[src/hdl/sccb_pkg.sv]
package sccb_pkg;

	////////////////////////////////////////
	// Widths

	// Link layer word, four bytes
	localparam int LL_WIDTH   = 32;

	// APB requester bus
	localparam int ADDR_WIDTH = 32;
	localparam int DATA_WIDTH = 32;

	////////////////////////////////////////
	// Frame type codes, low byte of the header word

	// K27.7, APB write request
	localparam logic [7:0] FRAME_APB_WRITE  = 8'hfb;
	// K28.0, APB read request
	localparam logic [7:0] FRAME_APB_READ   = 8'h1c;
	// K29.7, completion carrying read data
	localparam logic [7:0] FRAME_COMP_DATA  = 8'hfd;
	// K23.7, completion with status only
	localparam logic [7:0] FRAME_COMP_EMPTY = 8'hf7;

	////////////////////////////////////////
	// Link word views

	// First word of a frame
	// Listed high byte first, so frame_type sits in bits 7:0
	typedef struct packed {
		logic [7:0] hi_b3;
		logic [7:0] hi_b2;
		logic [7:0] seq;
		logic [7:0] frame_type;
	} ll_hdr_t;

	// Every later word of a frame
	typedef struct packed {
		logic [7:0] hi_b3;
		logic [7:0] hi_b2;
		logic [7:0] lo_b1;
		logic [7:0] lo_b0;
	} ll_body_t;

	// Same 32 bits, decoded by position in the frame
	typedef union packed {
		ll_hdr_t  hdr;
		ll_body_t body;
	} ll_word_u;

	// Which word the controller is presenting this cycle
	typedef enum logic [2:0] {
		LOAD_NONE,
		LOAD_REQ_WR_HDR,
		LOAD_REQ_RD_HDR,
		LOAD_REQ_W1,
		LOAD_REQ_W2,
		LOAD_COMP_EMPTY,
		LOAD_COMP_DATA_HDR,
		LOAD_COMP_W1
	} load_sel_e;

endpackage

[src/hdl/sccb_frame_ctrl.sv]
`timescale 1ns/1ps

module sccb_frame_ctrl (
	input  logic                rx_clk,
	input  logic                arst_n,
	input  sccb_pkg::ll_word_u  ll_word,
	input  logic                ll_start,
	input  logic                ll_valid,
	input  logic                ll_commit,
	input  logic                ll_drop,
	input  logic                ll_link_up,
	output sccb_pkg::load_sel_e load_sel,
	output logic                sel_set,
	output logic                enable_set,
	output logic                sel_abort
);

	import sccb_pkg::*;

	typedef enum logic [2:0] {
		ST_IDLE,
		ST_REQ_W1,
		ST_REQ_W2,
		ST_SEL_WAIT,
		ST_COMP_W1
	} state_e;

	state_e state;
	state_e state_nxt;

	// Direction of the request in flight, picks the word count
	logic req_wr;

	// Body word present and not abandoned
	logic word_ok;

	assign word_ok = ll_valid && !ll_drop;

	////////////////////////////////////////
	// Next state and word steering

	always_comb begin
		state_nxt  = state;
		load_sel   = LOAD_NONE;
		sel_set    = 1'b0;
		enable_set = 1'b0;
		sel_abort  = 1'b0;

		case (state)
			// Wait for a header, frame type in the low byte
			ST_IDLE: begin
				if (ll_start && !ll_drop) begin
					case (ll_word.hdr.frame_type)
						FRAME_APB_WRITE: begin
							load_sel  = LOAD_REQ_WR_HDR;
							state_nxt = ST_REQ_W1;
						end
						FRAME_APB_READ: begin
							load_sel  = LOAD_REQ_RD_HDR;
							state_nxt = ST_REQ_W1;
						end
						// Single word frame, nothing more to wait for
						FRAME_COMP_EMPTY: load_sel = LOAD_COMP_EMPTY;
						FRAME_COMP_DATA: begin
							load_sel  = LOAD_COMP_DATA_HDR;
							state_nxt = ST_COMP_W1;
						end
						// Unknown types are ignored
						default: ;
					endcase
				end
			end

			// Address low half, plus write data high half
			ST_REQ_W1: begin
				if (word_ok) begin
					load_sel = LOAD_REQ_W1;
					if (req_wr) begin
						state_nxt = ST_REQ_W2;
					end else begin
						// Read ends here
						sel_set   = 1'b1;
						state_nxt = ST_SEL_WAIT;
					end
				end else begin
					state_nxt = ST_IDLE;
				end
			end

			// Write data low half
			ST_REQ_W2: begin
				if (word_ok) begin
					load_sel  = LOAD_REQ_W2;
					sel_set   = 1'b1;
					state_nxt = ST_SEL_WAIT;
				end else begin
					state_nxt = ST_IDLE;
				end
			end

			// psel is up, commit releases the access phase
			ST_SEL_WAIT: begin
				if (ll_drop) begin
					sel_abort = 1'b1;
					state_nxt = ST_IDLE;
				end else if (ll_commit) begin
					enable_set = 1'b1;
					state_nxt  = ST_IDLE;
				end
			end

			// Read data low half, back to idle either way
			ST_COMP_W1: begin
				if (word_ok)
					load_sel = LOAD_COMP_W1;
				state_nxt = ST_IDLE;
			end

			default: state_nxt = ST_IDLE;
		endcase

		// Link down overrides everything
		if (!ll_link_up) begin
			state_nxt  = ST_IDLE;
			load_sel   = LOAD_NONE;
			sel_set    = 1'b0;
			enable_set = 1'b0;
			sel_abort  = (state == ST_SEL_WAIT);
		end
	end

	////////////////////////////////////////
	// State registers

	always_ff @(posedge rx_clk or negedge arst_n) begin
		if (!arst_n) begin
			state  <= ST_IDLE;
			req_wr <= 1'b0;
		end else begin
			state <= state_nxt;
			// Latch direction with the header
			if (load_sel == LOAD_REQ_WR_HDR)
				req_wr <= 1'b1;
			else if (load_sel == LOAD_REQ_RD_HDR)
				req_wr <= 1'b0;
		end
	end

endmodule

[src/hdl/sccb_req_assembler.sv]
`timescale 1ns/1ps

module sccb_req_assembler (
	input  logic                          rx_clk,
	input  logic                          arst_n,
	input  sccb_pkg::ll_word_u            ll_word,
	input  sccb_pkg::load_sel_e           load_sel,
	output logic [sccb_pkg::ADDR_WIDTH-1:0] paddr,
	output logic [sccb_pkg::DATA_WIDTH-1:0] pwdata,
	output logic                          pwrite
);

	import sccb_pkg::*;

	////////////////////////////////////////
	// Address and direction

	always_ff @(posedge rx_clk or negedge arst_n) begin
		if (!arst_n) begin
			paddr  <= '0;
			pwrite <= 1'b0;
		end else begin
			case (load_sel)
				// Header view, seq byte is skipped
				LOAD_REQ_WR_HDR: begin
					paddr[31:16] <= {ll_word.hdr.hi_b2, ll_word.hdr.hi_b3};
					pwrite       <= 1'b1;
				end
				LOAD_REQ_RD_HDR: begin
					paddr[31:16] <= {ll_word.hdr.hi_b2, ll_word.hdr.hi_b3};
					pwrite       <= 1'b0;
				end
				// Body view, low bytes carry address 15:0
				LOAD_REQ_W1: paddr[15:0] <= {ll_word.body.lo_b0, ll_word.body.lo_b1};
				default: ;
			endcase
		end
	end

	////////////////////////////////////////
	// Write data

	// Loaded on reads too, the value is then never used
	always_ff @(posedge rx_clk) begin
		case (load_sel)
			LOAD_REQ_W1: pwdata[31:16] <= {ll_word.body.hi_b2, ll_word.body.hi_b3};
			LOAD_REQ_W2: pwdata[15:0]  <= {ll_word.body.lo_b0, ll_word.body.lo_b1};
			default: ;
		endcase
	end

endmodule

[src/hdl/sccb_apb_requester.sv]
`timescale 1ns/1ps

module sccb_apb_requester (
	input  logic                          rx_clk,
	input  logic                          arst_n,
	input  logic                          sel_set,
	input  logic                          enable_set,
	input  logic                          sel_abort,
	input  logic                          pwrite,
	input  logic                          pready,
	input  logic                          pslverr,
	input  logic [sccb_pkg::DATA_WIDTH-1:0] prdata,
	output logic                          psel,
	output logic                          penable,
	output logic                          comp_valid,
	output logic                          comp_has_data,
	output logic                          comp_success,
	output logic [sccb_pkg::DATA_WIDTH-1:0] comp_data
);

	// Last cycle of the access phase
	logic xfer_done;

	assign xfer_done = psel && penable && pready;

	////////////////////////////////////////
	// Bus control and completion strobe

	always_ff @(posedge rx_clk or negedge arst_n) begin
		if (!arst_n) begin
			psel       <= 1'b0;
			penable    <= 1'b0;
			comp_valid <= 1'b0;
		end else begin
			// One cycle pulse after the transfer ends
			comp_valid <= xfer_done;

			if (xfer_done) begin
				psel    <= 1'b0;
				penable <= 1'b0;
			end else if (sel_abort) begin
				// Frame dropped before commit, never reaches access phase
				psel    <= 1'b0;
				penable <= 1'b0;
			end else begin
				if (sel_set)
					psel <= 1'b1;
				// Access phase only from a live setup phase
				if (enable_set && psel)
					penable <= 1'b1;
			end
		end
	end

	////////////////////////////////////////
	// Completion fields, held until the next strobe

	always_ff @(posedge rx_clk) begin
		if (xfer_done) begin
			// Data goes back only for a successful read
			comp_has_data <= !pwrite && !pslverr;
			comp_success  <= !pslverr;
			comp_data     <= prdata;
		end
	end

endmodule

[src/hdl/sccb_ack_capture.sv]
`timescale 1ns/1ps

module sccb_ack_capture (
	input  logic                          rx_clk,
	input  logic                          arst_n,
	input  sccb_pkg::ll_word_u            ll_word,
	input  sccb_pkg::load_sel_e           load_sel,
	input  logic                          ll_commit,
	input  logic                          ll_drop,
	output logic                          ack_valid,
	output logic                          ack_error,
	output logic [sccb_pkg::DATA_WIDTH-1:0] ack_data
);

	import sccb_pkg::*;

	// Completion fully received, waiting on commit
	logic pending;

	////////////////////////////////////////
	// Pending flag and strobe

	always_ff @(posedge rx_clk or negedge arst_n) begin
		if (!arst_n) begin
			pending   <= 1'b0;
			ack_valid <= 1'b0;
		end else begin
			ack_valid <= pending && ll_commit && !ll_drop;
			// Commit or drop both close the frame
			if (ll_commit || ll_drop)
				pending <= 1'b0;
			if (load_sel == LOAD_COMP_EMPTY || load_sel == LOAD_COMP_W1)
				pending <= 1'b1;
		end
	end

	////////////////////////////////////////
	// Completion contents

	always_ff @(posedge rx_clk) begin
		case (load_sel)
			// Status in bit 16, set means success
			LOAD_COMP_EMPTY: begin
				ack_data  <= '0;
				ack_error <= !ll_word.hdr.hi_b2[0];
			end
			LOAD_COMP_DATA_HDR: ack_data[31:16] <= {ll_word.hdr.hi_b2, ll_word.hdr.hi_b3};
			LOAD_COMP_W1: begin
				ack_data[15:0] <= {ll_word.body.lo_b0, ll_word.body.lo_b1};
				ack_error      <= 1'b0;
			end
			default: ;
		endcase
	end

endmodule

[src/hdl/sccb_apb_rx_bridge.sv]
`timescale 1ns/1ps

module sccb_apb_rx_bridge (
	input  logic                          rx_clk,
	input  logic                          arst_n,

	// Decoded link layer words
	input  logic [sccb_pkg::LL_WIDTH-1:0]   ll_word,
	input  logic                          ll_start,
	input  logic                          ll_valid,
	input  logic                          ll_commit,
	input  logic                          ll_drop,
	input  logic                          ll_link_up,

	// APB requester
	output logic [sccb_pkg::ADDR_WIDTH-1:0] paddr,
	output logic [sccb_pkg::DATA_WIDTH-1:0] pwdata,
	output logic                          pwrite,
	output logic                          psel,
	output logic                          penable,
	input  logic                          pready,
	input  logic                          pslverr,
	input  logic [sccb_pkg::DATA_WIDTH-1:0] prdata,

	// Completion for the transmit side
	output logic                          comp_valid,
	output logic                          comp_has_data,
	output logic                          comp_success,
	output logic [sccb_pkg::DATA_WIDTH-1:0] comp_data,

	// Acknowledge of a far side completion
	output logic                          ack_valid,
	output logic                          ack_error,
	output logic [sccb_pkg::DATA_WIDTH-1:0] ack_data
);

	import sccb_pkg::*;

	load_sel_e load_sel;
	logic      sel_set;
	logic      enable_set;
	logic      sel_abort;

	////////////////////////////////////////
	// Frame sequencing

	sccb_frame_ctrl u_frame_ctrl (
		.rx_clk     (rx_clk),
		.arst_n     (arst_n),
		.ll_word    (ll_word),
		.ll_start   (ll_start),
		.ll_valid   (ll_valid),
		.ll_commit  (ll_commit),
		.ll_drop    (ll_drop),
		.ll_link_up (ll_link_up),
		.load_sel   (load_sel),
		.sel_set    (sel_set),
		.enable_set (enable_set),
		.sel_abort  (sel_abort)
	);

	////////////////////////////////////////
	// Datapath

	sccb_req_assembler u_req_assembler (
		.rx_clk   (rx_clk),
		.arst_n   (arst_n),
		.ll_word  (ll_word),
		.load_sel (load_sel),
		.paddr    (paddr),
		.pwdata   (pwdata),
		.pwrite   (pwrite)
	);

	sccb_apb_requester u_apb_requester (
		.rx_clk        (rx_clk),
		.arst_n        (arst_n),
		.sel_set       (sel_set),
		.enable_set    (enable_set),
		.sel_abort     (sel_abort),
		.pwrite        (pwrite),
		.pready        (pready),
		.pslverr       (pslverr),
		.prdata        (prdata),
		.psel          (psel),
		.penable       (penable),
		.comp_valid    (comp_valid),
		.comp_has_data (comp_has_data),
		.comp_success  (comp_success),
		.comp_data     (comp_data)
	);

	sccb_ack_capture u_ack_capture (
		.rx_clk    (rx_clk),
		.arst_n    (arst_n),
		.ll_word   (ll_word),
		.load_sel  (load_sel),
		.ll_commit (ll_commit),
		.ll_drop   (ll_drop),
		.ack_valid (ack_valid),
		.ack_error (ack_error),
		.ack_data  (ack_data)
	);

endmodule

[config.mk]
export PLATFORM = sky130hd
export DESIGN_NAME = sccb_apb_rx_bridge
export DESIGN_NICKNAME = d
export VERILOG_FILES = /design/src/hdl/sccb_pkg.sv /design/src/hdl/sccb_frame_ctrl.sv /design/src/hdl/sccb_req_assembler.sv /design/src/hdl/sccb_apb_requester.sv /design/src/hdl/sccb_ack_capture.sv /design/src/hdl/sccb_apb_rx_bridge.sv
export SDC_FILE = /design/constraint.sdc
export NUM_CORES = 1
export LEC_CHECK = 0
export ABC_AREA = 0
export BUFFER_PORTS_ARGS = -buffer_cell sky130_fd_sc_hd__buf_2
export CORE_MARGIN = 1.5
export CORE_UTILIZATION = 48
export DETAILED_ROUTE_END_ITERATION = 7
export GPL_TIMING_DRIVEN = 0
export PLACE_DENSITY = 0.79
export SLEW_MARGIN = 10
export SYNTH_ARGS = -nofsm -noshare
export SYNTH_HDL_FRONTEND = slang
export SYNTH_SLANG_ARGS = --single-unit
[constraint.sdc]
create_clock -name rx_clk -period 4.52 [get_ports rx_clk]
set_input_delay 0.678 -clock rx_clk [delete_from_list [all_inputs] [get_ports rx_clk]]
set_output_delay 0.678 -clock rx_clk [all_outputs]
set_load 0.005 [all_outputs]
[Yosys cells after proc, flatten, opt, wreduce, memory -nomap -nowiden]
Cells that the tools add are included.
Operators by class
  $add $sub $neg: 0
  multiply operators: 0
  div/mod/pow operators: 0
  order comparisons: 0
  eq/ne operators: 18
  shifts and indexed selects: 0
  mux-type cells: 41
  bitwise operators: 0
  reductions and logical operators: 24
Operators by type and width (count)
  $pmux 16 s2: 2
  $pmux 3 s4: 3
  $eq 8x8->1 const B: 3
  $mux 3: 8
  $mux 1: 22
  $eq 3x3->1 const B: 5
  $eq 3x2->1 const B: 4
  $eq 8x5->1 const B: 1
  $logic_and 1x1->1: 8
  $ne 4x4->1 const B: 2
  $reduce_bool 2->1: 4
  $eq 3x1->1 const B: 2
  $pmux 1 s2: 3
  $pmux 3 s2: 1
  $reduce_bool 3->1: 2
  $logic_not 1->1: 4
  $mux 2: 2
  $reduce_or 2->1: 2
  $logic_not 3->1: 1
  $ne 3x2->1 const B: 1
  $reduce_and 3->1: 1
  $logic_or 1x1->1: 2
Word-level totals
  bits in registers: 141
  latch bits: 0
  memory bits (writable): 0
  ROM bits: 0
  bits of input ports: 73
  output and inout port bits: 136
  word-level logic and storage cells: 101
  memories: 0

[Longest topological paths before layout]
  depth after elaboration: 8
  gate-level depth with buffers: 7
  mapped depth without buffers: 5

[Cells and area by module]
From an unflattened synthesis, not the netlist that was laid out.
Second synthesis, totals
  cells, all modules: 298
  area, all modules: 5335.1 um^2
Modules (own cells, without submodules)
  sccb_req_assembler: times used 1, cells an instance 109, area each 2270.9 um^2, sequential area each 1786.7 um^2
  sccb_ack_capture: times used 1, cells an instance 79, area each 1405.1 um^2, sequential area each 1041.0 um^2
  sccb_apb_requester: times used 1, cells an instance 45, area each 1154.9 um^2, sequential area each 1096.1 um^2
  sccb_frame_ctrl: times used 1, cells an instance 65, area each 504.2 um^2, sequential area each 100.1 um^2

[Least setup slack after synthesis]
No wires, ideal clock.
  path type: input port to flip-flop
  from: in ll_word[4] (netlist name)
  to: reg u_req_assembler.pwdata[0] (netlist name), enable pin
  setup time: 0.430 ns
  data arrival time: 3.330 ns
  required time: 4.090 ns
  setup slack: 0.759 ns
  cell stages on the path: 6
  buffers on the path: 1
  path through: buf_2 -> and4b_1 -> and4_2 -> nor2_4 -> or2_1 -> nor4_1
On the way
  cells in the longest elaborated chain, start to end: 6
  elaborated cells between the ends (all ways): 9
  classes of those cells: eq/ne (5); mux (4)
RTL lines
  start: declaration: line sccb_apb_rx_bridge.sv:8  | input logic [sccb_pkg::LL_WIDTH-1:0] ll_word,
  $eq 8x8->1 or $eq 8x5->1 (tied branches): line sccb_frame_ctrl.sv:53  | case (ll_word.hdr.frame_type)
  $pmux 3 s4 *: line sccb_frame_ctrl.sv:53
  $mux 3 *: line sccb_frame_ctrl.sv:52  | if (ll_start && !ll_drop) begin
  $pmux 3 s4 *: line sccb_frame_ctrl.sv:49  | case (state)
  $mux 3 *: line sccb_frame_ctrl.sv:123  | if (!ll_link_up) begin
  $eq 3x3->1 *: line sccb_req_assembler.sv:45  | case (load_sel)
  end: declaration: line sccb_req_assembler.sv:9  | output logic [sccb_pkg::DATA_WIDTH-1:0] pwdata,
Every way passes the cells marked *; elsewhere a longest branch is shown, timed or not.
A chain may end at the register's enable or synchronous reset.

[Final worst setup path]
  from: reg u_frame_ctrl.state[1]
  to: reg u_req_assembler.pwdata[8] (netlist name), enable pin
On the way
  cells in the longest elaborated chain, start to end: 4
  elaborated cells between the ends (all ways): 7
  classes of those cells: eq/ne (4); mux (2); reduce/logical (1)
RTL lines
  start: declaration: line sccb_frame_ctrl.sv:28  | state_e state;
  start signal: assignment: line sccb_frame_ctrl.sv:140  | state <= state_nxt;
  $eq 3x3->1 (tied with other cells): line sccb_frame_ctrl.sv:49
  $pmux 3 s4 *: line sccb_frame_ctrl.sv:49
  $mux 3 *: line sccb_frame_ctrl.sv:123
  $eq 3x3->1 *: line sccb_req_assembler.sv:45
Marks and branches as above.

==> flow_summary.toml <==
[global_routing]
grt_remaining_overflow = 0
grt_pass1_wl_um = 18500
track_usage_pct = 21.9
grt_pass1_vias = 3436
grt_max_degree = 43
antenna_found_initial = 0

[pwr]
power.total_mw = 3.01
power_frac_seq_pct = 46.7
combPwrFrac_pct = 3.7
p_sw_mw = 0.569
swShare_pct = 18.9
clockPowerShare_pct = 49.7
peakVddDrop_mv = 0.207
cellPowerDensity_mw_per_mm2 = 419
leakage_nw = 3.24
power.internal_mw = 2.44

[clocking]
cts.sinks = 141
cts_resized = 0
clockBufferDepth = 2
clockRootBuffer = "clkbuf_8"
cts_tree = "built"
ctsHtreeMaxLevel = 4
cts_buffers = 17
cts_hold_buf = 0
path_clk_slew_ps = 60
post_cts_buffers = 0
clk_latency_ps = 500

[synthesis]
ys_top_cells_by_count = "edfxtp_1, dfrtp_1, and2_1"
synth_edf_count = 99
netlist.area_leader.share_pct = 56.3
seq_area_frac_synth_pct = 76.2
avgSynthCellArea_um2 = 17.6
synth_nets = 373
yosys.area.top_type = "edfxtp_1"
synth_top_flop_cell = "edfxtp_1"
synthCells = 300
async_flop_share_pct = 29.8
synthTopCellsByArea = "edfxtp_1, dfrtp_1, and2_1"
post-synth-top-count-cell = "edfxtp_1"
yosysWarnings = 0
synthDistinctLibCells = 47
syn_area_mm2 = 0.00528
synth_seq_cells = 141

[floorplan]
ios = 209
die_height_um = 108
die_x_um = 108
initial_utilization_pct = 49.0
dieArea_mm2 = 0.0116
core_mm2 = 0.0108
num_rows = 38

[placement]
post-place-cells = 651
place_congestion = 0.887
port_buffers = 208
dp_hpwl_um = 8900

[finish]
syn2layout_area_growth_pct = 36.2
antenna_cells_inserted = 0
drive_above_1_share_pct = 53.0
nets = 603
nFillCells = 728
stdcell_count = 683

[worst_setup_path]
r2r-start = "u_frame_ctrl.state[1]"
critPathBufInv = 3
required_ps = 4730
crit_path_end_kind = "flip-flop"
cp_top_family = "simple AND/OR/NAND/NOR gates"
rr_worst_depth = 8
crit_type = "flip-flop to flip-flop"
cpPeakStageDelay_ps = 370
crit_top_cell = "buf_4"
path_max_fanout = 10
crit_chain = "buf_6 -> nor3_4 -> and4_2 -> nor2_4 -> or2_1 -> nor4_2 -> buf_4 -> buf_4"
r2r_setup_slack_ps = 2070
critPathSlowestCell = "dfrtp_1"
arrival_ps = 2660
worst_r2r_endpoint = "u_req_assembler.pwdata[8]"
startpoint_type = "flip-flop"

[sta]
hold_violations = 0
slew_headroom_pct = 32.6
maxSlewViolCount = 0
grt_setup_unrepaired = "no"
period_needed_ps = 2450
skew_ps = 8.12
setup_viol = 0
clock.fmax_mhz = 408
min_period_over_period_pct = 54.3
worst_pin_slew_ps = 1010

[run]
drv_cap = 0

[detailed_routing]
via_count = 3452
first_iter_violations = 221
routed_wl_um = 12500
wire_per_inst_um = 18.2
drt_pass1_iterations = 4
final_antenna_net_count = 0
drc = 0
avgViaCountPerCell = 5.05

[hold_path]
hold_path_class = "input pin to async pin"

[run_status]
status = "finished clean"
## sequential cells by signal, summed over array words and instances, names as in the netlist
name / count
u_apb_requester.comp_success: 1
u_ack_capture.ack_data: 32
u_ack_capture.ack_error: 1
u_frame_ctrl.state: 3
u_req_assembler.pwdata: 32
u_req_assembler.paddr: 32
u_ack_capture.pending: 1
u_ack_capture.ack_valid: 1
u_req_assembler.pwrite: 1
u_apb_requester.comp_valid: 1
u_frame_ctrl.req_wr: 1
u_apb_requester.comp_data: 32
u_apb_requester.psel: 1
u_apb_requester.comp_has_data: 1
u_apb_requester.penable: 1
## stage by stage
step           util (%)  hold slack [ps]  TNS (ps)  setup slack (ps)  area [µm²]
2_1_floorplan         -              382         0               759        5280
4_1_cts            66.7              320         0              2060        7200
5_1_grt            66.7              321         0              1920        7200
3_3_place_gp       60.2              466      -701             -44.4        6500
3_5_place_dp       60.6              469         0              1630        6540
6_report           66.7              344         0              2070        7200
## power groups by stage
stage / clock network (mW) / registers [mW] / logic, mW
after floorplan: 0 / 1.43 / 0.0327
after global placement: 0 / 1.43 / 0.106
after detailed placement: 0 / 1.43 / 0.110
after CTS: 1.52 / 1.41 / 0.112
after global routing: 1.57 / 1.41 / 0.122
final: 1.50 / 1.41 / 0.111
## how the worst max path moves through the flow
stage                                startpoint                         end  slack [ps]  cells after the start
after global placement               ll_word[6]  u_req_assembler.pwdata[11]         -40                      7
after CTS                 u_frame_ctrl.state[1]   u_req_assembler.pwdata[8]        2060                      8
after global routing                 ll_word[1]  u_ack_capture.ack_data[17]        1920                      7
after floorplan                      ll_word[4]   u_req_assembler.pwdata[0]         760                      6
final                     u_frame_ctrl.state[1]   u_req_assembler.pwdata[8]        2070                      8
after detailed placement             ll_word[1]  u_ack_capture.ack_data[24]        1630                      7
## worst reg2reg max path, stage by stage, from the launching register on
cell	delay, ps
dfrtp_1	370
buf_6	140
nor3_4	240
and4_2	320
nor2_4	80
or2_1	290
nor4_2	280
buf_4	220
buf_4	210
## logic make-up (layout without fill, tap and decap cells)
family / count (synthesis) / count (layout) / synth area share, %
buffers and inverters: 15 / 258 / 1.73
multiplexers: 33 / 33 / 7.72
XOR/XNOR: 5 / 5 / 0.829
AND/OR/NAND/NOR: 91 / 91 / 11.6
flip-flops: 141 / 141 / 76.2
AO/OA/AOI/OAI: 15 / 15 / 1.99
## cell type report
cell class | count | area [µm²] | area share, %
plain buffers | 11 | 76.3 | 1.06
well taps | 140 | 175 | 2.43
multi-input cells | 144 | 1180 | 16.4
clock buffers | 24 | 503 | 6.99
repair buffers | 211 | 1070 | 14.9
inverters | 4 | 15.0 | 0.209
flip-flops and latches | 141 | 4020 | 55.9
clock inverters | 8 | 150 | 2.09
## cell usage in the layout, fill, tap and decap left out, types with 6 or more instances in the layout
cell / count
edfxtp_1: 99
dfrtp_1: 42
buf_2: 212
and2_1: 33
nand2_1: 6
a21oi_1: 7
mux2_2: 9
buf_4: 6
nor2_1: 11
clkbuf_16: 18
mux2_1: 13
mux2_4: 10
## layer usage
| layer | up-vias | global-route usage, % | routed length (µm) |
|---|---|---|---|
| met5 | - | 0 | 0 |
| met4 | 0 | 7.89 | 219 |
| met3 | 17 | 5.81 | 838 |
| met2 | 154 | 39.2 | 6610 |
| met1 | 1702 | 25.4 | 4790 |
| li1 | 1579 | - | - |
Power figures use the tool's default switching activity.
